==> src/common/x86_decode_pkg.sv <==
package x86_decode_pkg;

    // Default queue depth and consumer buffer size.
    localparam int DEF_QUEUE_DEPTH = 4;
    localparam int DEF_OUT_CREDITS = 3;

    // 16-byte fetch window, byte 0 in bits 127:120.
    typedef struct packed {
        logic [127:0] bytes;
        logic [31:0]  eip;
    } fetch_window_t;

    // Summary of the leading prefix bytes.
    // rep_kind is 0 for REP (F3) and 1 for REPNE (F2).
    // seg_override is one-hot in ES CS SS DS FS GS order, ES in bit 0.
    typedef struct packed {
        logic       is_rep;
        logic       rep_kind;
        logic [5:0] seg_override;
        logic       is_seg_override;
        logic       is_opsize_override;
        logic [1:0] num_prefixes;
        logic       dup_prefix;
    } prefix_info_t;

    typedef enum logic [3:0] {
        OP_NOP     = 4'd0,
        OP_ADD_RM  = 4'd1,
        OP_ADD_IMM = 4'd2,
        OP_MOV_RM  = 4'd3,
        OP_MOV_IMM = 4'd4,
        OP_JMP_REL = 4'd5,
        OP_MOVS    = 4'd6,
        OP_RET     = 4'd7,
        OP_ILLEGAL = 4'd8
    } op_class_e;

    // Queue payload.
    // Sizes are in bytes. JMP offsets travel in imm, sign-extended.
    typedef struct packed {
        logic [31:0]  eip;
        op_class_e    op_class;
        prefix_info_t prefix;
        logic         has_modrm;
        logic [7:0]   modrm;
        logic [31:0]  disp;
        logic [2:0]   disp_size;
        logic [31:0]  imm;
        logic [2:0]   imm_size;
        logic [3:0]   length;
        logic         illegal;
    } decoded_uop_t;

endpackage

==> src/prefix_lut.sv <==
`timescale 1ns/10ps

module prefix_lut (
    input  logic [7:0] prefix,
    output logic       is_rep,
    output logic       rep_kind,
    output logic [5:0] seg_override,
    output logic       is_opsize_override
);

    always_comb begin
        is_rep             = 1'b0;
        rep_kind           = 1'b0;
        seg_override       = 6'b000000;
        is_opsize_override = 1'b0;
        case (prefix)
            8'hF3: is_rep = 1'b1;
            8'hF2: begin
                is_rep   = 1'b1;
                rep_kind = 1'b1;
            end
            // Segment overrides, one bit each.
            8'h26: seg_override = 6'b000001;
            8'h2E: seg_override = 6'b000010;
            8'h36: seg_override = 6'b000100;
            8'h3E: seg_override = 6'b001000;
            8'h64: seg_override = 6'b010000;
            8'h65: seg_override = 6'b100000;
            8'h66: is_opsize_override = 1'b1;
            default: begin
                is_rep = 1'b0;
            end
        endcase
    end

endmodule

==> src/prefix_decode.sv <==
`timescale 1ns/10ps

module prefix_decode (
    input  logic [127:0]                 window_bytes,
    output x86_decode_pkg::prefix_info_t info
);

    logic [2:0] is_rep;
    logic [2:0] rep_kind;
    logic [2:0] is_opsize;
    logic [2:0] has_seg;
    logic [2:0] is_pfx;
    logic [5:0] seg [3];
    logic [2:0] counts;
    logic [2:0] rep_hit;
    logic [2:0] seg_hit;
    logic [2:0] opsize_hit;

    for (genvar i = 0; i < 3; i++) begin : g_lut
        prefix_lut lut_i (
            .prefix             (window_bytes[127 - 8 * i -: 8]),
            .is_rep             (is_rep[i]),
            .rep_kind           (rep_kind[i]),
            .seg_override       (seg[i]),
            .is_opsize_override (is_opsize[i])
        );

        assign has_seg[i] = |seg[i];
        assign is_pfx[i]  = is_rep[i] | has_seg[i] | is_opsize[i];
    end

    // Byte n counts only behind an unbroken run of prefixes.
    assign counts[0] = is_pfx[0];
    assign counts[1] = counts[0] & is_pfx[1];
    assign counts[2] = counts[1] & is_pfx[2];

    assign rep_hit    = is_rep & counts;
    assign seg_hit    = has_seg & counts;
    assign opsize_hit = is_opsize & counts;

    function automatic logic two_or_more(input logic [2:0] v);
        return (v[0] & v[1]) | (v[0] & v[2]) | (v[1] & v[2]);
    endfunction

    always_comb begin
        info                    = '0;
        info.is_rep             = |rep_hit;
        info.rep_kind           = |(rep_kind & counts);
        info.is_seg_override    = |seg_hit;
        info.is_opsize_override = |opsize_hit;
        for (int i = 0; i < 3; i++) begin
            if (counts[i]) begin
                info.seg_override = info.seg_override | seg[i];
            end
        end
        // Counts is a thermometer code, so the sum is the run length.
        info.num_prefixes = {1'b0, counts[0]} + {1'b0, counts[1]} + {1'b0, counts[2]};
        // Two different segment bytes are a repeat of the same kind.
        info.dup_prefix = two_or_more(rep_hit) | two_or_more(seg_hit)
                        | two_or_more(opsize_hit);
    end

endmodule

==> src/opcode_decode/opcode_decode.sv <==
`timescale 1ns/10ps

module opcode_decode (
    input  x86_decode_pkg::fetch_window_t window,
    input  x86_decode_pkg::prefix_info_t  info,
    output x86_decode_pkg::decoded_uop_t  uop
);
    import x86_decode_pkg::*;

    logic [4:0] op_pos;
    logic [4:0] modrm_pos;
    logic [4:0] sib_pos;
    logic [4:0] disp_pos;
    logic [4:0] imm_pos;
    logic [4:0] end_pos;
    logic [7:0] opcode;
    logic [7:0] modrm;
    logic [7:0] sib;
    op_class_e  op_class;
    logic       known;
    logic       has_modrm;
    logic       has_sib;
    logic       imm_signed;
    logic [2:0] disp_size;
    logic [2:0] imm_size;
    logic [31:0] disp_raw;
    logic [31:0] imm_raw;
    logic [31:0] disp_val;
    logic [31:0] imm_val;
    logic       illegal;

    function automatic logic [7:0] byte_at(input logic [127:0] bytes, input logic [4:0] pos);
        logic [7:0] b;
        b = 8'h00;
        if (pos < 5'd16) begin
            b = bytes[127 - 8 * pos -: 8];
        end
        return b;
    endfunction

    // Little-endian field starting at pos.
    function automatic logic [31:0] le32_at(input logic [127:0] bytes, input logic [4:0] pos);
        logic [31:0] v;
        for (int k = 0; k < 4; k++) begin
            v[8 * k +: 8] = byte_at(bytes, pos + 5'(k));
        end
        return v;
    endfunction

    assign op_pos    = {3'b000, info.num_prefixes};
    assign modrm_pos = op_pos + 5'd1;
    assign sib_pos   = op_pos + 5'd2;
    assign opcode    = byte_at(window.bytes, op_pos);
    assign modrm     = byte_at(window.bytes, modrm_pos);
    assign sib       = byte_at(window.bytes, sib_pos);

    always_comb begin
        op_class   = OP_ILLEGAL;
        known      = 1'b0;
        has_modrm  = 1'b0;
        imm_size   = 3'd0;
        imm_signed = 1'b0;
        case (opcode) inside
            8'h90: begin
                op_class = OP_NOP;
                known    = 1'b1;
            end
            8'h01, 8'h03: begin
                op_class  = OP_ADD_RM;
                known     = 1'b1;
                has_modrm = 1'b1;
            end
            8'h05: begin
                op_class = OP_ADD_IMM;
                known    = 1'b1;
                imm_size = info.is_opsize_override ? 3'd2 : 3'd4;
            end
            8'h89, 8'h8B: begin
                op_class  = OP_MOV_RM;
                known     = 1'b1;
                has_modrm = 1'b1;
            end
            [8'hB8:8'hBF]: begin
                op_class = OP_MOV_IMM;
                known    = 1'b1;
                imm_size = info.is_opsize_override ? 3'd2 : 3'd4;
            end
            8'hEB: begin
                op_class   = OP_JMP_REL;
                known      = 1'b1;
                imm_size   = 3'd1;
                imm_signed = 1'b1;
            end
            8'hE9: begin
                op_class   = OP_JMP_REL;
                known      = 1'b1;
                imm_size   = info.is_opsize_override ? 3'd2 : 3'd4;
                imm_signed = 1'b1;
            end
            8'hA4, 8'hA5: begin
                op_class = OP_MOVS;
                known    = 1'b1;
            end
            8'hC3: begin
                op_class = OP_RET;
                known    = 1'b1;
            end
            default: begin
                known = 1'b0;
            end
        endcase
    end

    // SIB follows any memory form with rm 100.
    assign has_sib = has_modrm && (modrm[7:6] != 2'b11) && (modrm[2:0] == 3'b100);

    always_comb begin
        disp_size = 3'd0;
        if (has_modrm) begin
            case (modrm[7:6])
                2'b01: disp_size = 3'd1;
                2'b10: disp_size = 3'd4;
                2'b00: begin
                    if (modrm[2:0] == 3'b101 || (has_sib && sib[2:0] == 3'b101)) begin
                        disp_size = 3'd4;
                    end
                end
                default: disp_size = 3'd0;
            endcase
        end
    end

    assign disp_pos = modrm_pos + 5'd1 + {4'b0000, has_sib};
    assign imm_pos  = modrm_pos + {4'b0000, has_modrm} + {4'b0000, has_sib}
                    + {2'b00, disp_size};
    assign end_pos  = imm_pos + {2'b00, imm_size};
    assign disp_raw = le32_at(window.bytes, disp_pos);
    assign imm_raw  = le32_at(window.bytes, imm_pos);

    always_comb begin
        case (disp_size)
            3'd1:    disp_val = {{24{disp_raw[7]}}, disp_raw[7:0]};
            3'd4:    disp_val = disp_raw;
            default: disp_val = 32'h0;
        endcase
        case (imm_size)
            3'd1:    imm_val = {{24{imm_signed & imm_raw[7]}}, imm_raw[7:0]};
            3'd2:    imm_val = {{16{imm_signed & imm_raw[15]}}, imm_raw[15:0]};
            3'd4:    imm_val = imm_raw;
            default: imm_val = 32'h0;
        endcase
    end

    assign illegal = !known || info.dup_prefix;

    always_comb begin
        uop           = '0;
        uop.eip       = window.eip;
        uop.prefix    = info;
        uop.illegal   = illegal;
        uop.op_class  = illegal ? OP_ILLEGAL : op_class;
        // Illegal forms consume the prefixes and the opcode byte only.
        uop.length    = illegal ? modrm_pos[3:0] : end_pos[3:0];
        if (!illegal) begin
            uop.has_modrm = has_modrm;
            uop.modrm     = has_modrm ? modrm : 8'h00;
            uop.disp      = disp_val;
            uop.disp_size = disp_size;
            uop.imm       = imm_val;
            uop.imm_size  = imm_size;
        end
    end

endmodule

==> src/uop_credit_queue.sv <==
`timescale 1ns/10ps

module uop_credit_queue #(
    parameter int  DEPTH     = 4,
    parameter int  CREDITS   = 3,
    parameter type payload_t = logic [7:0]
) (
    input  logic     clk,
    input  logic     rst,
    input  logic     push,
    input  payload_t push_data,
    output logic     full,
    input  logic     credit_return,
    output logic     out_valid,
    output payload_t out_data
);

    localparam int PTR_W = (DEPTH > 1) ? $clog2(DEPTH) : 1;
    localparam int CNT_W = $clog2(DEPTH + 1);
    localparam int CRD_W = $clog2(CREDITS + 1);

    payload_t         mem [DEPTH];
    logic [PTR_W-1:0] wr_ptr;
    logic [PTR_W-1:0] rd_ptr;
    logic [CNT_W-1:0] count;
    logic [CNT_W-1:0] count_next;
    logic [CRD_W-1:0] credits;
    logic             send;

    function automatic logic [PTR_W-1:0] ptr_inc(input logic [PTR_W-1:0] p);
        return (p == PTR_W'(DEPTH - 1)) ? '0 : p + 1'b1;
    endfunction

    // Head leaves as soon as the consumer has room for it.
    assign send       = (count != '0) && (credits != '0);
    assign count_next = count + CNT_W'(push) - CNT_W'(send);

    always_ff @(posedge clk) begin
        if (rst) begin
            wr_ptr    <= '0;
            rd_ptr    <= '0;
            count     <= '0;
            full      <= 1'b0;
            credits   <= CRD_W'(CREDITS);
            out_valid <= 1'b0;
        end else begin
            if (push) begin
                wr_ptr <= ptr_inc(wr_ptr);
            end
            if (send) begin
                rd_ptr <= ptr_inc(rd_ptr);
            end
            count     <= count_next;
            full      <= (count_next == CNT_W'(DEPTH));
            credits   <= credits - CRD_W'(send) + CRD_W'(credit_return);
            out_valid <= send;
        end
    end

    always_ff @(posedge clk) begin
        if (push) begin
            mem[wr_ptr] <= push_data;
        end
        if (send) begin
            out_data <= mem[rd_ptr];
        end
    end

    a_no_push_full: assert property (
        @(posedge clk) disable iff (rst) push |-> !full
    );

    // A return with no send in flight must not lift the count past CREDITS.
    a_credit_bound: assert property (
        @(posedge clk) disable iff (rst)
        credit_return |-> (send || credits < CRD_W'(CREDITS))
    );

    a_send_credit: assert property (
        @(posedge clk) disable iff (rst) out_valid |-> $past(credits) != '0
    );

endmodule

==> src/decode_stage_top.sv <==
`timescale 1ns/10ps

module decode_stage_top #(
    parameter int QUEUE_DEPTH = x86_decode_pkg::DEF_QUEUE_DEPTH,
    parameter int OUT_CREDITS = x86_decode_pkg::DEF_OUT_CREDITS
) (
    input  logic                          clk,
    input  logic                          rst,
    input  logic                          in_valid,
    input  x86_decode_pkg::fetch_window_t window,
    output logic                          in_ready,
    output logic [3:0]                    consumed_len,
    output logic                          uop_valid,
    output x86_decode_pkg::decoded_uop_t  uop,
    input  logic                          credit_return
);
    import x86_decode_pkg::*;

    prefix_info_t prefix_info;
    decoded_uop_t decoded;
    logic         queue_full;
    logic         push;

    prefix_decode prefix_decode_i (
        .window_bytes (window.bytes),
        .info         (prefix_info)
    );

    opcode_decode opcode_decode_i (
        .window (window),
        .info   (prefix_info),
        .uop    (decoded)
    );

    // Fetch advances by the decoded length in the accepting cycle.
    assign consumed_len = decoded.length;
    assign in_ready     = !queue_full;
    assign push         = in_valid && in_ready;

    uop_credit_queue #(
        .DEPTH     (QUEUE_DEPTH),
        .CREDITS   (OUT_CREDITS),
        .payload_t (decoded_uop_t)
    ) queue_i (
        .clk           (clk),
        .rst           (rst),
        .push          (push),
        .push_data     (decoded),
        .full          (queue_full),
        .credit_return (credit_return),
        .out_valid     (uop_valid),
        .out_data      (uop)
    );

    // Fetch holds its window while stalled.
    a_window_hold: assert property (
        @(posedge clk) disable iff (rst)
        (in_valid && !in_ready) |=> (in_valid && $stable(window))
    );

endmodule

==> config.mk <==
export PLATFORM = sky130hd
export DESIGN_NAME = decode_stage_top
export DESIGN_NICKNAME = d
export VERILOG_FILES = /design/src/common/x86_decode_pkg.sv /design/src/prefix_lut.sv /design/src/prefix_decode.sv /design/src/opcode_decode/opcode_decode.sv /design/src/uop_credit_queue.sv /design/src/decode_stage_top.sv
export SDC_FILE = /design/constraint.sdc
export NUM_CORES = 1
export LEC_CHECK = 0
export BUFFER_PORTS_ARGS = -buffer_cell sky130_fd_sc_hd__buf_2
export CAP_MARGIN = 15
export CORE_MARGIN = 2
export CORE_UTILIZATION = 40
export CTS_BUF_LIST = sky130_fd_sc_hd__clkbuf_16
export CTS_CLUSTER_DIAMETER = 100
export DETAILED_ROUTE_END_ITERATION = 7
export REMOVE_ABC_BUFFERS = 1
export SETUP_SLACK_MARGIN = 0.5
export SYNTH_ARGS = -nofsm -noshare
export SYNTH_HDL_FRONTEND = slang
export SYNTH_SLANG_ARGS = --single-unit
==> constraint.sdc <==
create_clock -name clk -period 11 [get_ports clk]
set_input_delay 0 -clock clk [delete_from_list [all_inputs] [get_ports clk]]
set_output_delay 0 -clock clk [all_outputs]
set_load 0.005 [all_outputs]
* Yosys cells after proc, flatten, opt, wreduce, memory -nomap -nowiden
Memory sizes are Yosys's and may differ from the RTL's. A register that Yosys moved wholly into a read port is not among the register bits.
Index checks and enable logic that the tools add are counted.
** Cells by class
- Reduce and logical (&&, ||, !) cells :: 26
- Muxes and demuxes :: 76
- Add/subtract/negate cells :: 33
- Equality and inequality tests :: 52
- Shifts and indexed selects :: 11
- Magnitude comparators :: 13
- Bitwise logic cells :: 33
** Operators with widths (count)
- 135-bit by 33-bit variable part select with 8-bit output :: 10
- 135-bit by 33-bit variable part select with 3-bit output :: 1
- 8-bit equality test (second input constant) :: 14
- 6-bit case mux with 6 select lines :: 3
- 8-bit by 6-bit equality test with 1-bit output (second input constant) :: 12
- 32-bit case mux with 3 select lines :: 1
- 7-bit by 8-bit subtractor with 9-bit output (first input constant) :: 10
- 8-bit 2-to-1 mux :: 11
- 79-bit 2-to-1 mux :: 1
- 8-bit by 7-bit equality test with 1-bit output (second input constant) :: 9
- 32-bit case mux with 2 select lines :: 1
- 5-bit < comparator (second input constant) :: 10
- 4-bit 2-to-1 mux :: 11
- 3-bit 2-to-1 mux :: 11
- 1-bit 2-to-1 mux :: 31
- 5-bit by 2-bit adder with 5-bit output (second input constant) :: 4
- 3-bit equality test (second input constant) :: 6
- 6-bit 2-to-1 mux :: 3
- 6-bit OR reduction :: 3
- 5-bit by 1-bit adder with 5-bit output :: 3
- 5-bit by 1-bit adder with 5-bit output (second input constant) :: 3
- 1-bit bitwise OR :: 14
- 1-bit bitwise AND :: 13
- 3-bit bitwise AND :: 4
- 33 further kinds :: 55
** Word-level totals
- Bits of input ports :: 164
- Word-level logic and storage cells :: 251
- Memories kept :: 1
- Bits in registers :: 11
- Memory bits (writable) :: 532
- Output and inout bits :: 139
** Memories
- queue_i.mem :: depth 4, bits a word 133, rd ports 1, clocked after memory_dff 1, write ports 1, line uop_credit_queue.sv:22 : payload_t mem [DEPTH];

* Longest topological paths before layout
- Depth in word-level cells :: 32
- Mapped depth :: 34
- Gate-level depth less buffers :: 27

* Hierarchy
A second synthesis with hierarchy kept.
** Unflattened totals
- Cells, all modules :: 2229
- Area total of the unflattened synthesis :: 35754.3 µm²
** Modules (own cells, without submodules)
- uop_credit_queue :: cells each 887, sequential area each 20189.4 µm², times used 1, area each 23714.0 µm²
- opcode_decode :: cells each 1230, sequential area each 0.0 µm², times used 1, area each 11307.1 µm²
- prefix_lut :: cells each 19, sequential area each 0.0 µm², times used 3, area each 131.4 µm²
- prefix_decode :: cells each 53, sequential area each 0.0 µm², times used 1, area each 329.1 µm²
- decode_stage_top :: cells each 2, sequential area each 0.0 µm², times used 1, area each 10.0 µm²

* Worst setup path after synthesis
Ideal clock, no wire load.
- Kind :: input -> register
- Start :: input window[158] (netlist name)
- End :: memory queue_i.mem[0][35] (netlist name), data pin
- Path buffers :: 9
- Arrival time :: 8389 ps
- Setup time :: 280 ps
- Cell stages on the path :: 32
- Slack :: 2331 ps
- Required time :: 10720 ps
- Cell sequence :: buf_2 -> and2_2 -> and3_1 -> a211oi_4 -> buf_6 -> nor2_2 -> ha_1 -> buf_2 -> inv_1 -> ha_1 -> buf_2 -> buf_1 -> mux4_2 -> mux2_2 -> or3b_2 -> fa_1 -> inv_1 -> ha_1 -> fa_1 -> xor2_2 -> clkbuf_1 -> ha_1 -> clkbuf_1 -> a21o_1 -> clkbuf_1 -> xnor2_2 -> buf_4 -> mux4_2 -> a211o_1 -> o211ai_1 -> or3_1 -> a21oi_1
** RTL lines
- from (decl) :: line decode_stage_top.sv:10 : input x86_decode_pkg::fetch_window_t window,
- to (decl) :: line uop_credit_queue.sv:22

==> reports/metrics.cfg <==
[worst_setup_path]
required_ns=11.35
cp.arrival_ns=9.80
cp_slowest_stage_delay_ns=0.87
critPathCaptureType=register
crit_path_end=queue_i.mem[1][33]
crit-reg2reg-launch=queue_i.full
worstSetupStartpoint=window[152]
path_class=in -> reg
crit_top_cell=buf_4
cp_max_fo=60
reg2reg_to=queue_i.mem[0][84]
rrSetupSlack_ns=7.44
cpMaxStageDelayCell=fa_1
reg2reg_depth=4
critPathLaunchType=input port

[synth]
syn_area_sq_um=35200
async_flop_share=0
synth-edff-count=660
synth_warnings=0
ys_seq_elements=671
ys_seq_area_frac=0.569
synth_ff_type=edfxtp_1
synth_cell_types=80
synthCells=2191
syn_area_per_cell_sq_um=16.1

[run_status]
outcome=finished, final reports clean

[placement]
place_inst=3501
port_buffers=301
gp_congestion=0.918
dp_hpwl_um=77500

[cts]
htreeDepth=3
cts_resized=0
clk_latency_ns=0.63
cts_buffers=73
cts_tree=yes
cts-root-buf=clkbuf_16
cts_buffer_depth=3
clkSinkCount=671
clk_pin_slew_ns=0.06

[route]
vias_per_cell=6.31
wl_um=116000
drcViolationCount=0
num_vias=23300
wl_per_cell_um=31.4
first_pass_iters=6
antenna_left=0
drtIter0Drc=2568

[timing]
rsz0062_at_grt=false
period_share=0.860
finClkSkew_ns=0.0387
fmax_ghz=0.106
hold_violations=0
fin_tns_setup_ns=0
slew_viol_final=0
tightestPinTransition_ns=1.45
relSlewSlack=0.0286
period_minus_slack_ns=9.45
setup_violations=0

[power]
peakVddDrop_mv=0.151
leakagePower_uw=0.0138
powerDensity_nw_per_um2=188

[final_layout]
syn_to_final_growth_pct=15.2
drive_above_1_share=0.350
final_cell_count_no_fill=3684
fillers=7546
nNetsFinal=2656
final_common_cell=edfxtp_1
final_cell_mix=edfxtp_1 (660), mux4_2 (353), buf_2 (301), nand2_1 (182), mux2i_1 (105)

[global_route]
grt_max_degree=64
grt_usage=0.254
antenna_found_initial=37
gr-total-overflow=0
grt_pass1_wl_um=167000
grt_pass1_vias=23500

[floorplan]
ios=303
dieArea_sq_um=90500
die_w_um=301
std_cell_rows=108
die_h_um=301
coreArea_sq_um=87000
initial_core_util=0.405

[job]
maxCapViolations=0

[worst_hold_path]
hold_path.class=in -> reg

[registers in the layout, summed over array words and instances (netlist names)]
register and count:
queue_i.mem 528, queue_i.count 3, queue_i.out_valid 1, queue_i.credits 2, queue_i.full 1, queue_i.out_data 132, queue_i.rd_ptr 2, queue_i.wr_ptr 2
[cell usage after synthesis (all sizes together) (7+ instances only)]
master,number,share of area
nand2b,7,0.0012
xnor2,12,0.0034
nor3,44,0.0062
a22oi,25,0.0053
nand3,55,0.0078
a211oi,9,0.0023
ha,28,0.0099
edfxtp,660,0.56
nand2,182,0.019
inv,34,0.0036
a211o,10,0.0025
xor2,9,0.0027
a32oi,28,0.0072
mux2i,105,0.030
mux2,24,0.0077
clkbuf,114,0.012
or3,23,0.0041
dfxtp,11,0.0062
nand3b,22,0.0047
buf,87,0.012
nor3b,7,0.0015
nor2,49,0.0053
and3,11,0.0020
o21ai,20,0.0028
mux4,353,0.23
nor2b,22,0.0039
nand4,30,0.0053
a21oi,77,0.011
a31oi,24,0.0043
and2,8,0.0015
o211ai,11,0.0025
[cell families after synthesis]
kind of cell             count (synthesis)  synth area share
XOR/XNOR                                21           0.00607
AND/OR/NAND/NOR                        492            0.0703
adder cells (fa/ha/maj)                 35            0.0133
buffers and inverters                  235            0.0283
flip-flops                             671             0.569
multiplexers                           482             0.263
AO/OA/AOI/OAI                          254            0.0503
other                                    1          0.000106
[worst min path at each step]
stage                     start  depth (start not counted)             endpoint
floorplan                   rst                          1     queue_i.count[1]
global placement      window[1]                          1  queue_i.mem[2][102]
detailed placement   window[24]                          1  queue_i.mem[3][125]
CTS                 window[152]                          3   queue_i.mem[0][94]
global route         window[14]                          2  queue_i.mem[1][115]
finish              window[139]                          3   queue_i.mem[0][90]
[report_power, final]
group | internal [uW] | leakage [uW] | switching [uW] | total (uW)
Sequential | 3350 | 0.00649 | 170 | 3520
Combinational | 835 | 0.00610 | 985 | 1820
Clock | 1280 | 0.00116 | 1000 | 2290
Total | 5470 | 0.0138 | 2160 | 7620
[per-stage QoR]
| step | instance area [sq um] | setup slack [ns] | util | hold slack, ns | power, uW |
|---|---|---|---|---|---|
| after floorplan | 34400 | -2.18 | - | 0.0667 | 4790 |
| after global placement | 37900 | 1.12 | 0.436 | 0.210 | 5390 |
| after detailed placement | 37900 | 0.999 | 0.436 | 0.222 | 5420 |
| after CTS | 40600 | 1.65 | 0.466 | 0.0595 | 7740 |
| after global routing | 40600 | 0.997 | 0.466 | 0.103 | 7980 |
| final | 40600 | 1.55 | 0.467 | 0.100 | 7620 |
[area by class of cell]
cell class                 count  area [sq um]  area share
sequential                   671         20000       0.494
multi-input combinational   1285         14400       0.354
timing repair buffer         394          2300      0.0568
clock buffer                  74          1850      0.0456
tap                         1155          1450      0.0356
clock inverter                59           403     0.00992
inverter                      34           133     0.00327
antenna                       12          30.0    0.000739
[worst max-delay path: cells and delay by family]
family	cells	cell delay (ns)
xor gates and xnor gates	1	0.75
adders and majority gates	5	2.35
AOI/OAI and AO/OA	7	2.00
buffers and inverters	6	1.86
and+or+nand+nor	7	1.80
muxes	2	1.00
[timing repair]
action,CTS,global route
hold buffers,35,0
hold endpoints to repair,139,0
setup buffers,0,0
[per-layer routing]
layer | wire length (um) | global-route usage
met5 | 158 | 0
met3 | 12000 | 0.0786
met1 | 44800 | 0.332
met2 | 54800 | 0.404
met4 | 3960 | 0.0843
No activity file was read; power rests on OpenSTA's default activity.
